===== config.mk =====
export PLATFORM = sky130hd
export DESIGN_NAME = instr_ctl
export DESIGN_NICKNAME = d
export VERILOG_FILES = /design/src/logic/rv32i_isa_pkg.sv /design/src/logic/datapath_ctl_pkg.sv /design/src/logic/opcode_decoder.sv /design/src/logic/alu_op_decoder.sv /design/src/logic/branch_resolver.sv /design/src/logic/ctl_stage_reg.sv /design/src/logic/instr_ctl.sv
export SDC_FILE = /design/constraint.sdc
export NUM_CORES = 1
export LEC_CHECK = 0
export ABC_CLOCK_PERIOD_IN_PS = 1050
export BUFFER_PORTS_ARGS = -buffer_cell sky130_fd_sc_hd__buf_2
export CORE_MARGIN = 10
export CORE_UTILIZATION = 38
export CTS_CLUSTER_DIAMETER = 100
export DETAILED_ROUTE_END_ITERATION = 16
export MAX_ROUTING_LAYER = met4
export PLACE_DENSITY_LB_ADDON = 0.1
export SYNTH_ARGS = -nofsm -noshare
export SYNTH_HDL_FRONTEND = slang
export SYNTH_SLANG_ARGS = --single-unit

===== constraint.sdc =====
create_clock -name clk -period 1.05 [get_ports clk]
set_input_delay 0.0525 -clock clk [delete_from_list [all_inputs] [get_ports clk]]
set_output_delay 0.0525 -clock clk [all_outputs]
set_load 0.03 [all_outputs]

===== src/logic/rv32i_isa_pkg.sv =====
`default_nettype none

package rv32i_isa_pkg;

    localparam int XLEN     = 32;
    localparam int OPCODE_W = 7;
    localparam int FUNCT3_W = 3;
    localparam int FUNCT7_W = 7;

    // Field positions in the instruction word
    localparam int OPCODE_LSB = 0;
    localparam int FUNCT3_LSB = 12;
    localparam int FUNCT7_LSB = 25;

    // funct7 value for SUB and the arithmetic right shifts
    localparam logic [FUNCT7_W-1:0] FUNCT7_ALT = 7'b0100000;

    typedef enum logic [OPCODE_W-1:0] {
        OP_LUI    = 7'b0110111,
        OP_AUIPC  = 7'b0010111,
        OP_JAL    = 7'b1101111,
        OP_JALR   = 7'b1100111,
        OP_BRANCH = 7'b1100011,
        OP_LOAD   = 7'b0000011,
        OP_STORE  = 7'b0100011,
        OP_OP_IMM = 7'b0010011,
        OP_OP     = 7'b0110011
    } opcode_e;

    typedef enum logic [FUNCT3_W-1:0] {
        BEQ  = 3'b000,
        BNE  = 3'b001,
        BLT  = 3'b100,
        BGE  = 3'b101,
        BLTU = 3'b110,
        BGEU = 3'b111
    } funct3_branch_e;

    typedef enum logic [FUNCT3_W-1:0] {
        F3_ADD_SUB = 3'b000,
        F3_SLL     = 3'b001,
        F3_SLT     = 3'b010,
        F3_SLTU    = 3'b011,
        F3_XOR     = 3'b100,
        F3_SR      = 3'b101,
        F3_OR      = 3'b110,
        F3_AND     = 3'b111
    } funct3_alu_e;

endpackage

`default_nettype wire


===== src/logic/datapath_ctl_pkg.sv =====
`default_nettype none

package datapath_ctl_pkg;

    localparam int ALU_OP_W  = 4;
    localparam int IMM_SEL_W = 4;
    localparam int WB_SEL_W  = 2;

    // Codes as seen by the ALU with unused gaps
    typedef enum logic [ALU_OP_W-1:0] {
        ALU_AND    = 4'b0000,
        ALU_OR     = 4'b0001,
        ALU_XOR    = 4'b0010,
        ALU_ADD    = 4'b0011,
        ALU_SUB    = 4'b0100,
        ALU_PASS_B = 4'b0110,
        ALU_SLL    = 4'b0111,
        ALU_SRL    = 4'b1000,
        ALU_SRA    = 4'b1010,
        ALU_SLTU   = 4'b1011,
        ALU_SLT    = 4'b1100
    } alu_op_e;

    // Immediate generator format
    typedef enum logic [IMM_SEL_W-1:0] {
        IMM_R = 4'd0,
        IMM_I = 4'd1,
        IMM_S = 4'd2,
        IMM_B = 4'd3,
        IMM_U = 4'd4,
        IMM_J = 4'd5
    } imm_sel_e;

    typedef enum logic {
        A_RS1 = 1'b0,
        A_PC  = 1'b1
    } a_sel_e;

    typedef enum logic {
        B_RS2 = 1'b0,
        B_IMM = 1'b1
    } b_sel_e;

    typedef enum logic [WB_SEL_W-1:0] {
        WB_MEM = 2'd0,
        WB_ALU = 2'd1,
        WB_PC4 = 2'd2
    } wb_sel_e;

endpackage

`default_nettype wire


===== src/logic/opcode_decoder.sv =====
`timescale 1ns/1ns
`default_nettype none

module opcode_decoder (
    input  wire rv32i_isa_pkg::opcode_e      opcode,
    output datapath_ctl_pkg::a_sel_e         a_sel,
    output datapath_ctl_pkg::b_sel_e         b_sel,
    output datapath_ctl_pkg::imm_sel_e       imm_sel,
    output logic                             mem_wr,
    output logic                             reg_wen,
    output datapath_ctl_pkg::wb_sel_e        wb_sel
);

    import rv32i_isa_pkg::*;
    import datapath_ctl_pkg::*;

    always_comb begin
        // Inactive unless the opcode says otherwise
        a_sel   = A_RS1;
        b_sel   = B_RS2;
        imm_sel = IMM_R;
        mem_wr  = 1'b0;
        reg_wen = 1'b0;
        wb_sel  = WB_MEM;
        case (opcode)
            OP_LUI: begin
                b_sel   = B_IMM;
                imm_sel = IMM_U;
                reg_wen = 1'b1;
                wb_sel  = WB_ALU;
            end
            OP_AUIPC: begin
                a_sel   = A_PC;
                b_sel   = B_IMM;
                imm_sel = IMM_U;
                reg_wen = 1'b1;
                wb_sel  = WB_ALU;
            end
            OP_JAL: begin
                a_sel   = A_PC;
                b_sel   = B_IMM;
                imm_sel = IMM_J;
                reg_wen = 1'b1;
                wb_sel  = WB_PC4;
            end
            OP_JALR: begin
                b_sel   = B_IMM;
                imm_sel = IMM_I;
                reg_wen = 1'b1;
                wb_sel  = WB_PC4;
            end
            OP_BRANCH: begin
                imm_sel = IMM_B;
            end
            OP_LOAD: begin
                b_sel   = B_IMM;
                imm_sel = IMM_I;
                reg_wen = 1'b1;
                wb_sel  = WB_MEM;
            end
            OP_STORE: begin
                b_sel   = B_IMM;
                imm_sel = IMM_S;
                mem_wr  = 1'b1;
            end
            OP_OP_IMM: begin
                b_sel   = B_IMM;
                imm_sel = IMM_I;
                reg_wen = 1'b1;
                wb_sel  = WB_ALU;
            end
            OP_OP: begin
                reg_wen = 1'b1;
                wb_sel  = WB_ALU;
            end
            default: begin
                reg_wen = 1'b0;
            end
        endcase
    end

endmodule

`default_nettype wire


===== src/logic/alu_op_decoder.sv =====
`timescale 1ns/1ns
`default_nettype none

module alu_op_decoder (
    input  wire rv32i_isa_pkg::opcode_e opcode,
    input  wire [2:0]                   funct3,
    input  wire [6:0]                   funct7,
    output datapath_ctl_pkg::alu_op_e   alu_op
);

    import rv32i_isa_pkg::*;
    import datapath_ctl_pkg::*;

    logic alt;

    assign alt = (funct7 == FUNCT7_ALT);

    always_comb begin
        alu_op = ALU_AND;
        case (opcode)
            OP_LUI: begin
                alu_op = ALU_PASS_B;
            end
            // Address and target arithmetic
            OP_AUIPC, OP_JAL, OP_JALR, OP_BRANCH, OP_LOAD, OP_STORE: begin
                alu_op = ALU_ADD;
            end
            OP_OP, OP_OP_IMM: begin
                case (funct3)
                    F3_ADD_SUB: begin
                        // ADDI has no subtract form
                        if (opcode == OP_OP && alt) begin
                            alu_op = ALU_SUB;
                        end else begin
                            alu_op = ALU_ADD;
                        end
                    end
                    F3_SLL: begin
                        alu_op = ALU_SLL;
                    end
                    F3_SLT: begin
                        alu_op = ALU_SLT;
                    end
                    F3_SLTU: begin
                        alu_op = ALU_SLTU;
                    end
                    F3_XOR: begin
                        alu_op = ALU_XOR;
                    end
                    F3_SR: begin
                        alu_op = alt ? ALU_SRA : ALU_SRL;
                    end
                    F3_OR: begin
                        alu_op = ALU_OR;
                    end
                    F3_AND: begin
                        alu_op = ALU_AND;
                    end
                    default: begin
                        alu_op = ALU_AND;
                    end
                endcase
            end
            default: begin
                alu_op = ALU_AND;
            end
        endcase
    end

endmodule

`default_nettype wire


===== src/logic/branch_resolver.sv =====
`timescale 1ns/1ns
`default_nettype none

module branch_resolver (
    input  wire rv32i_isa_pkg::opcode_e opcode,
    input  wire [2:0]                   funct3,
    input  wire                         br_eq,
    input  wire                         br_lt,
    output logic                        pc_sel,
    output logic                        br_un
);

    import rv32i_isa_pkg::*;

    always_comb begin
        pc_sel = 1'b0;
        br_un  = 1'b0;
        case (opcode)
            OP_JAL, OP_JALR: begin
                pc_sel = 1'b1;
            end
            OP_BRANCH: begin
                case (funct3)
                    BEQ:  pc_sel = br_eq;
                    BNE:  pc_sel = !br_eq;
                    BLT:  pc_sel = br_lt;
                    BGE:  pc_sel = !br_lt;
                    // Comparator runs unsigned for these two
                    BLTU: begin
                        br_un  = 1'b1;
                        pc_sel = br_lt;
                    end
                    BGEU: begin
                        br_un  = 1'b1;
                        pc_sel = !br_lt;
                    end
                    default: pc_sel = 1'b0;
                endcase
            end
            default: begin
                pc_sel = 1'b0;
            end
        endcase
    end

endmodule

`default_nettype wire


===== src/logic/ctl_stage_reg.sv =====
`timescale 1ns/1ns
`default_nettype none

module ctl_stage_reg (
    input  wire                               clk,
    input  wire                               rst,
    input  wire                               in_valid,
    output logic                              in_ready,
    input  wire datapath_ctl_pkg::a_sel_e     next_a_sel,
    input  wire datapath_ctl_pkg::b_sel_e     next_b_sel,
    input  wire datapath_ctl_pkg::alu_op_e    next_alu_sel,
    input  wire datapath_ctl_pkg::imm_sel_e   next_imm_sel,
    input  wire                               next_mem_wr,
    input  wire                               next_reg_wen,
    input  wire                               next_br_un,
    input  wire                               next_pc_sel,
    input  wire datapath_ctl_pkg::wb_sel_e    next_wb_sel,
    output logic                              out_valid,
    input  wire                               out_ready,
    output datapath_ctl_pkg::a_sel_e          a_sel,
    output datapath_ctl_pkg::b_sel_e          b_sel,
    output datapath_ctl_pkg::alu_op_e         alu_sel,
    output datapath_ctl_pkg::imm_sel_e        imm_sel,
    output logic                              mem_wr,
    output logic                              reg_wen,
    output logic                              br_un,
    output logic                              pc_sel,
    output datapath_ctl_pkg::wb_sel_e         wb_sel
);

    import datapath_ctl_pkg::*;

    logic load;

    // Accept when empty or when the held item leaves this cycle
    assign in_ready = !out_valid || out_ready;
    assign load     = in_valid && in_ready;

    always_ff @(posedge clk) begin
        if (rst) begin
            out_valid <= 1'b0;
            a_sel     <= A_RS1;
            b_sel     <= B_RS2;
            alu_sel   <= ALU_AND;
            imm_sel   <= IMM_R;
            mem_wr    <= 1'b0;
            reg_wen   <= 1'b0;
            br_un     <= 1'b0;
            pc_sel    <= 1'b0;
            wb_sel    <= WB_MEM;
        end else begin
            if (in_ready) begin
                out_valid <= in_valid;
            end
            if (load) begin
                a_sel   <= next_a_sel;
                b_sel   <= next_b_sel;
                alu_sel <= next_alu_sel;
                imm_sel <= next_imm_sel;
                mem_wr  <= next_mem_wr;
                reg_wen <= next_reg_wen;
                br_un   <= next_br_un;
                pc_sel  <= next_pc_sel;
                wb_sel  <= next_wb_sel;
            end
        end
    end

    logic [15:0] ctl_bus;

    assign ctl_bus = {a_sel, b_sel, alu_sel, imm_sel, mem_wr, reg_wen, br_un, pc_sel, wb_sel};

    a_ctl_known: assert property (@(posedge clk) disable iff (rst)
        out_valid |-> !$isunknown(ctl_bus));

    // Held item must not move while stalled
    a_ctl_hold: assert property (@(posedge clk) disable iff (rst)
        out_valid && !out_ready |=> out_valid && $stable(ctl_bus));

    a_no_mem_and_reg_write: assert property (@(posedge clk) disable iff (rst)
        !(mem_wr && reg_wen));

endmodule

`default_nettype wire


===== src/logic/instr_ctl.sv =====
`timescale 1ns/1ns
`default_nettype none

module instr_ctl (
    input  wire                                 clk,
    input  wire                                 rst,
    input  wire [rv32i_isa_pkg::XLEN-1:0]       instruction,
    input  wire                                 in_valid,
    output logic                                in_ready,
    input  wire                                 br_eq,
    input  wire                                 br_lt,
    output logic                                out_valid,
    input  wire                                 out_ready,
    output datapath_ctl_pkg::a_sel_e            a_sel,
    output datapath_ctl_pkg::b_sel_e            b_sel,
    output datapath_ctl_pkg::alu_op_e           alu_sel,
    output datapath_ctl_pkg::imm_sel_e          imm_sel,
    output logic                                mem_wr,
    output logic                                reg_wen,
    output logic                                br_un,
    output logic                                pc_sel,
    output datapath_ctl_pkg::wb_sel_e           wb_sel
);

    rv32i_isa_pkg::opcode_e                 opcode;
    logic [rv32i_isa_pkg::FUNCT3_W-1:0]     funct3;
    logic [rv32i_isa_pkg::FUNCT7_W-1:0]     funct7;

    datapath_ctl_pkg::a_sel_e               next_a_sel;
    datapath_ctl_pkg::b_sel_e               next_b_sel;
    datapath_ctl_pkg::alu_op_e              next_alu_sel;
    datapath_ctl_pkg::imm_sel_e             next_imm_sel;
    datapath_ctl_pkg::wb_sel_e              next_wb_sel;
    logic                                   next_mem_wr;
    logic                                   next_reg_wen;
    logic                                   next_br_un;
    logic                                   next_pc_sel;

    // Undefined opcodes keep their raw value and fall to the decoder defaults
    assign opcode = rv32i_isa_pkg::opcode_e'(
        instruction[rv32i_isa_pkg::OPCODE_LSB +: rv32i_isa_pkg::OPCODE_W]);
    assign funct3 = instruction[rv32i_isa_pkg::FUNCT3_LSB +: rv32i_isa_pkg::FUNCT3_W];
    assign funct7 = instruction[rv32i_isa_pkg::FUNCT7_LSB +: rv32i_isa_pkg::FUNCT7_W];

    opcode_decoder u_opcode_decoder (
        .opcode  (opcode),
        .a_sel   (next_a_sel),
        .b_sel   (next_b_sel),
        .imm_sel (next_imm_sel),
        .mem_wr  (next_mem_wr),
        .reg_wen (next_reg_wen),
        .wb_sel  (next_wb_sel)
    );

    alu_op_decoder u_alu_op_decoder (
        .opcode (opcode),
        .funct3 (funct3),
        .funct7 (funct7),
        .alu_op (next_alu_sel)
    );

    branch_resolver u_branch_resolver (
        .opcode (opcode),
        .funct3 (funct3),
        .br_eq  (br_eq),
        .br_lt  (br_lt),
        .pc_sel (next_pc_sel),
        .br_un  (next_br_un)
    );

    ctl_stage_reg u_ctl_stage_reg (
        .clk          (clk),
        .rst          (rst),
        .in_valid     (in_valid),
        .in_ready     (in_ready),
        .next_a_sel   (next_a_sel),
        .next_b_sel   (next_b_sel),
        .next_alu_sel (next_alu_sel),
        .next_imm_sel (next_imm_sel),
        .next_mem_wr  (next_mem_wr),
        .next_reg_wen (next_reg_wen),
        .next_br_un   (next_br_un),
        .next_pc_sel  (next_pc_sel),
        .next_wb_sel  (next_wb_sel),
        .out_valid    (out_valid),
        .out_ready    (out_ready),
        .a_sel        (a_sel),
        .b_sel        (b_sel),
        .alu_sel      (alu_sel),
        .imm_sel      (imm_sel),
        .mem_wr       (mem_wr),
        .reg_wen      (reg_wen),
        .br_un        (br_un),
        .pc_sel       (pc_sel),
        .wb_sel       (wb_sel)
    );

endmodule

`default_nettype wire


Word level (Yosys, flattened, before mapping):

Index checks and enable logic that the tools add are counted.

* mux-type cells: 14
* equality and inequality tests: 17
* reduce and logical (&&, ||, !) cells: 19

Operators with widths (count)
* case mux 4 bit (8 select lines): 1
* == test 7 x 6 -> 1 bit, second input constant: 4
* == test 7 bit, second input constant: 3
* case mux 3 bit (5 select lines): 1
* == test 7 x 5 -> 1 bit, second input constant: 2
* OR reduction 2 bit: 7
* OR reduction 7 bit: 2
* == test 3 bit, second input constant: 4
* case mux 4 bit (3 select lines): 1
* == test 7 x 2 -> 1 bit, second input constant: 1
* == test 3 x 2 -> 1 bit, second input constant: 2
* two-way mux 1 bit: 6
* OR reduction 6 bit: 1
* case mux 1 bit (4 select lines): 1
* case mux 2 bit (2 select lines): 1
* OR reduction 4 bit: 1
* == test 3 x 1 -> 1 bit, second input constant: 1
* logical NOT 1 bit: 3
* logical NOT 3 bit: 1
* two-way mux 3 bit: 1
* OR reduction 3 bit: 1
* logical AND 1 bit: 2
* two-way mux 2 bit: 1
* case mux 1 bit (2 select lines): 1
* logical OR 1 bit: 1

* input port bits: 38
* bits in registers: 17
* output and inout port bits: 18

Logic depth before layout (Yosys ltp):

* depth in word-level cells: 5
* mapped depth: 5
* depth with buffers taken out: 4

By module:

From an unflattened synthesis, not the netlist that was laid out.

* cell total of the unflattened synthesis: 147
* area, all modules: 1204.9 sq um

Modules (own cells, without submodules)
* ctl_stage_reg: instances 1, cells an instance 78, area each 795.8 sq um
* alu_op_decoder: instances 1, cells an instance 30, area each 185.2 sq um
* opcode_decoder: instances 1, cells an instance 29, area each 158.9 sq um
* branch_resolver: instances 1, cells an instance 10, area each 65.1 sq um

Worst setup path after synthesis:

OpenSTA, ideal clock, no wires.

* path type: reg2reg
* start point: reg u_ctl_stage_reg.out_valid
* end point: reg u_ctl_stage_reg.b_sel
* period minus slack after synthesis: 1511 ps
* slack: -461 ps
* data required time: 928 ps
* arrival: 1389 ps
* stages on the path, launching flop included: 6
* cell sequence: dfxtp_1 nand2b_1 and2_4 buf_2 o31ai_1 a21oi_1

* longest elaborated chain between the ends: 3

RTL lines
* from (decl): line ctl_stage_reg.sv:18 `output logic out_valid,`
* from (signal assigned): line ctl_stage_reg.sv:53 `out_valid <= in_valid;`
* logical NOT 1 bit: line ctl_stage_reg.sv:36 `assign in_ready = !out_valid || out_ready;`
* logical OR 1 bit: line ctl_stage_reg.sv:36
* named net in_ready: line instr_ctl.sv:9 `output logic in_ready,`
* logical AND 1 bit: line ctl_stage_reg.sv:37 `assign load = in_valid && in_ready;`
* to (signal assigned): line ctl_stage_reg.sv:57 `b_sel <= next_b_sel;`
* to (decl): line ctl_stage_reg.sv:21 `output datapath_ctl_pkg::b_sel_e b_sel,`

The timed path passes the listed nets, and every way through them passes these cells.
A chain may end at the register's enable or synchronous reset.

Worst setup path after layout:

* start point: reg u_ctl_stage_reg.out_valid
* end point: reg u_ctl_stage_reg.wb_sel[0]

* longest elaborated chain between the ends: 3

RTL lines
* logical NOT 1 bit: line ctl_stage_reg.sv:36
* logical OR 1 bit: line ctl_stage_reg.sv:36
* logical AND 1 bit: line ctl_stage_reg.sv:37
* to (signal assigned): line ctl_stage_reg.sv:64 `wb_sel <= next_wb_sel;`
* to (decl): line ctl_stage_reg.sv:28 `output datapath_ctl_pkg::wb_sel_e wb_sel`

No other way between the ends.

==> flow_summary.html <==
<table>
<tr><th>Metric</th><th>Value</th></tr>
<tr><th colspan="2">Run status</th></tr>
<tr><td>Outcome</td><td>finished with violations</td></tr>
<tr><td>Violations in the final reports</td><td>negative setup slack</td></tr>
<tr><th colspan="2">CTS</th></tr>
<tr><td>Clk_lat worst skew</td><td>300 ps</td></tr>
<tr><td>Clock net sink count</td><td>16</td></tr>
<tr><td>Clock transition at the registers of the reported paths</td><td>100 ps</td></tr>
<tr><td>Level count of the clock H-tree</td><td>1</td></tr>
<tr><td>Number of CTS-inserted buffers</td><td>3</td></tr>
<tr><td>Max Root-Sink Buffers</td><td>2</td></tr>
<tr><td>Number of buffers inserted for hold repair after clock tree synthesis</td><td>0</td></tr>
<tr><td>Buffer type at the clock tree root</td><td>clkbuf_4</td></tr>
<tr><td>CTS tree</td><td>built</td></tr>
<tr><th colspan="2">Timing</th></tr>
<tr><td>Peak Freq</td><td>0.9316 GHz</td></tr>
<tr><td>Hold violation total from the final report</td><td>0</td></tr>
<tr><td>Shortest clock period the worst path allows after layout</td><td>1073 ps</td></tr>
<tr><td>Skew final</td><td>9.795 ps</td></tr>
<tr><td>Final critical-path share of the clock period</td><td>1.022</td></tr>
<tr><td>Final setup violation count</td><td>8</td></tr>
<tr><td>RSZ-0062 raised after global routing</td><td>yes</td></tr>
<tr><td>Fin worst setup slack</td><td>-23.40 ps</td></tr>
<tr><td>Final Max Tran Viols</td><td>0</td></tr>
<tr><th colspan="2">GRT</th></tr>
<tr><td>Largest net degree at the start of global routing</td><td>17</td></tr>
<tr><td>Global-route wire length before repair</td><td>4340 um</td></tr>
<tr><td>Number of antenna violations at the first check in global routing</td><td>0</td></tr>
<tr><td>Overflow left after global routing</td><td>0</td></tr>
<tr><td>Total routing resource utilization after global routing</td><td>0.1074</td></tr>
<tr><td>Number of global-route vias before repair</td><td>971</td></tr>
<tr><th colspan="2">Yosys</th></tr>
<tr><td>Part of the Yosys area used for sequential elements</td><td>0.3436</td></tr>
<tr><td>Syn nets</td><td>145</td></tr>
<tr><td>Post-synth top area share</td><td>0.3436</td></tr>
<tr><td>Biggest area contributors in the synthesized netlist</td><td>dfxtp_1 34%, nor3_1 5.9%, a211oi_1 5.6%</td></tr>
<tr><td>Number of synthesis warnings</td><td>0</td></tr>
<tr><td>Gate count of the mapped netlist</td><td>107</td></tr>
<tr><td>Cell type contributing the most total cell area after synthesis</td><td>dfxtp_1</td></tr>
<tr><td>Synth Cell Area</td><td>932.1 um2</td></tr>
<tr><td>Number of flip-flops and latches in the synthesized netlist</td><td>16</td></tr>
<tr><td>Mean post-synth cell area</td><td>8.712 um2</td></tr>
<tr><td>Distinct cell type count after synthesis</td><td>39</td></tr>
<tr><th colspan="2">Die</th></tr>
<tr><td>Num ports</td><td>56</td></tr>
<tr><td>Initial core utilization</td><td>0.4096</td></tr>
<tr><td>Die Y</td><td>69.53 um</td></tr>
<tr><td>Placement Rows</td><td>17</td></tr>
<tr><td>Die X-Extent</td><td>69.53 um</td></tr>
<tr><td>Area of the core</td><td>2276 um2</td></tr>
<tr><td>Die Footprint</td><td>4834 um2</td></tr>
<tr><th colspan="2">Place</th></tr>
<tr><td>Cells after DPL</td><td>184</td></tr>
<tr><td>Port Buffers</td><td>39</td></tr>
<tr><td>Placer congestion estimate</td><td>0.8317</td></tr>
<tr><td>HPWL reported at the end of detailed placement</td><td>2075 um</td></tr>
<tr><th colspan="2">Layout</th></tr>
<tr><td>Nets</td><td>203</td></tr>
<tr><td>Non-filler cells, final</td><td>192</td></tr>
<tr><td>Count of inserted antenna diode cells</td><td>0</td></tr>
<tr><td>Fraction of final layout cells with drive strength greater than 1</td><td>0.5671</td></tr>
<tr><td>Area of the multi-input gates</td><td>690.7 um2</td></tr>
<tr><td>Commonest non-fill, non-tap cells in the layout</td><td>39 x buf_2, 15 x buf_4, 15 x dfxtp_1, 9 x nor2_1, 7 x nand2_1</td></tr>
<tr><td>Sequential standard cell area</td><td>324.1 um2</td></tr>
<tr><td>Area Overhead vs Synth</td><td>57.72%</td></tr>
<tr><td>Fill cells</td><td>201</td></tr>
<tr><td>Leading cell type in the layout, fill and taps excluded</td><td>buf_2</td></tr>
<tr><th colspan="2">Pwr</th></tr>
<tr><td>Internal power consumption</td><td>1036 uW</td></tr>
<tr><td>Clock network power share</td><td>0.284</td></tr>
<tr><td>Worst IR drop on VDD</td><td>0.0007399 V</td></tr>
<tr><td>Sw power</td><td>465.5 uW</td></tr>
<tr><td>Power per unit of standard cell area</td><td>1022 nW/um2</td></tr>
<tr><td>Power after layout</td><td>1502 uW</td></tr>
<tr><td>Switching Share</td><td>0.3100</td></tr>
<tr><td>Part of the total power dissipated in combinational logic</td><td>0.286</td></tr>
<tr><td>Leakage power summed over all cells</td><td>0.0006355 uW</td></tr>
<tr><td>Reg power frac</td><td>0.429</td></tr>
<tr><th colspan="2">Critical path</th></tr>
<tr><td>CP delay by family, top</td><td>simple AND/OR/NAND/NOR gates</td></tr>
<tr><td>Sum of buffers and inverters on the critical path</td><td>1</td></tr>
<tr><td>Most used cell along the critical path</td><td>nor3_2</td></tr>
<tr><td>Setup crit start kind</td><td>register</td></tr>
<tr><td>Critical path's largest stage delay</td><td>360 ps</td></tr>
<tr><td>Cells along the critical path</td><td>nand2b_4 -&gt; nand2_8 -&gt; buf_4 -&gt; nor3_2 -&gt; nor3_2</td></tr>
<tr><td>Worst Setup Path Type</td><td>reg2reg</td></tr>
<tr><td>Required time at the worst-slack endpoint</td><td>1230 ps</td></tr>
<tr><td>Nature of the critical path endpoint</td><td>register</td></tr>
<tr><td>Critical path arrival</td><td>1260 ps</td></tr>
<tr><td>Maximum fanout along the worst path</td><td>8</td></tr>
<tr><td>Standard cell with the maximum stage delay on the critical path</td><td>dfxtp_4</td></tr>
<tr><th colspan="2">Drt</th></tr>
<tr><td>Detailed-routing iteration count for the pre-antenna-repair pass</td><td>4</td></tr>
<tr><td>Post-route ant nets</td><td>0</td></tr>
<tr><td>Iteration-0 DRC count of the detailed router</td><td>37</td></tr>
<tr><td>Routed len/inst</td><td>14.32 um</td></tr>
<tr><td>Vias per inst</td><td>5.318</td></tr>
<tr><td>Total Routed Length</td><td>2749 um</td></tr>
<tr><td>Total via count in the routed design</td><td>1021</td></tr>
<tr><td>Count of unresolved DRC violations after routing</td><td>0</td></tr>
<tr><th colspan="2">Hold path</th></tr>
<tr><td>Path category of the worst min-delay check</td><td>in2reg</td></tr>
<tr><th colspan="2">Run</th></tr>
<tr><td>Max cap viols</td><td>0</td></tr>
</table>
power groups by stage:
| stage | sequential, uW | clock [uW] | combinational, uW |
|---|---|---|---|
| 4_1_cts | 644 | 427 | 369 |
| 6_report | 645 | 427 | 430 |
| 5_1_grt | 650 | 460 | 467 |
| 3_3_place_gp | 657 | 0 | 362 |
| 2_1_floorplan | 710 | 0 | 173 |
| 3_5_place_dp | 658 | 0 | 365 |
final timing paths:
| kind | startpoint | to | slack (ps) | cells after the start |
|---|---|---|---|---|
| max | u_ctl_stage_reg.out_valid | u_ctl_stage_reg.wb_sel[0] | -20 | 5 |
| min | in_valid | u_ctl_stage_reg.out_valid | 30 | 3 |
| max reg2reg | u_ctl_stage_reg.out_valid | u_ctl_stage_reg.wb_sel[0] | -20 | 5 |
| min reg2reg | u_ctl_stage_reg.b_sel | u_ctl_stage_reg.b_sel | 460 | 2 |
what timing repair did:
item                                    4_1_cts  5_1_grt
endpoints found under the setup margin        3       12
buffers inserted                              0        4
pin swaps                                     1       10
resized for setup                             1       21
through the flow:
| step | cell area, um2 | setup WS (ps) | setup TNS (ps) | hold slack (ps) | util |
|---|---|---|---|---|---|
| CTS | 1315 | -6.765 | -8.426 | 11.63 | 0.5778 |
| finish | 1470 | -23.40 | -85.07 | 33.06 | 0.6460 |
| detailed placement | 1272 | -107.2 | -430.5 | 336.2 | 0.5591 |
| global route | 1470 | -91.67 | -727.4 | 35.59 | 0.6460 |
| global placement | 1272 | -88.03 | -376.3 | 329.3 | 0.5591 |
| floorplan | 977.2 | -25.97 | -197.7 | 169.3 | - |
metal layers:
layer,global-route usage,share of wire,vias to the layer above
met5,-,0,-
met4,0.01996,0.0040,0
met3,0.04280,0.072,2
met2,0.1764,0.51,29
met1,0.1205,0.41,481
li1,-,-,509
kinds of logic after synthesis:
logic type	after synthesis	synth area share
compound gates	20	0.1503
xor+xnor	4	0.03759
buf+inv	9	0.06174
flops	16	0.3436
mux	1	0.01074
other cells	1	0.004023
simple gates	56	0.3920
state kept, by name, indices dropped and copies added, names as in the netlist:
signal                     cells
u_ctl_stage_reg.mem_wr         1
u_ctl_stage_reg.imm_sel        3
u_ctl_stage_reg.reg_wen        1
u_ctl_stage_reg.wb_sel         2
u_ctl_stage_reg.b_sel          1
u_ctl_stage_reg.a_sel          1
u_ctl_stage_reg.out_valid      1
u_ctl_stage_reg.alu_sel        4
u_ctl_stage_reg.br_un          1
u_ctl_stage_reg.pc_sel         1
tightest hold or removal path: cells and delay by family:
kind	cells	cell delay (ps)
buffers and inverters	2	210
AO/OA/AOI/OAI	1	50
cell type report:
type | count | area share
Multi-Input combinational cell | 82 | 0.4698
Tap cell | 28 | 0.02383
Timing Repair Buffer | 59 | 0.2536
Inverter | 3 | 0.007660
Sequential cell | 16 | 0.2204
Clock buffer | 4 | 0.02468
synth_stat cells, drive strengths merged:
cell type and n:
a211oi 7, a21oi 6, a221oi 1, a22o 1, a2bb2oi 1, a32o 1, a32oi 1, and2 1
and2b 1, and4bb 1, buf 4, clkbuf 1, clkdlybuf4s25 1, conb 1, dfxtp 16, inv 3
mux2i 1, nand2 8, nand2b 3, nand3 4, nand3b 2, nand4 2, nand4bb 1, nor2 13
nor2b 1, nor3 12, nor3b 1, nor4 4, nor4b 2, o21ai 1, o31ai 1, xnor2 1
xor2 3
Power figures use the tool's default switching activity.
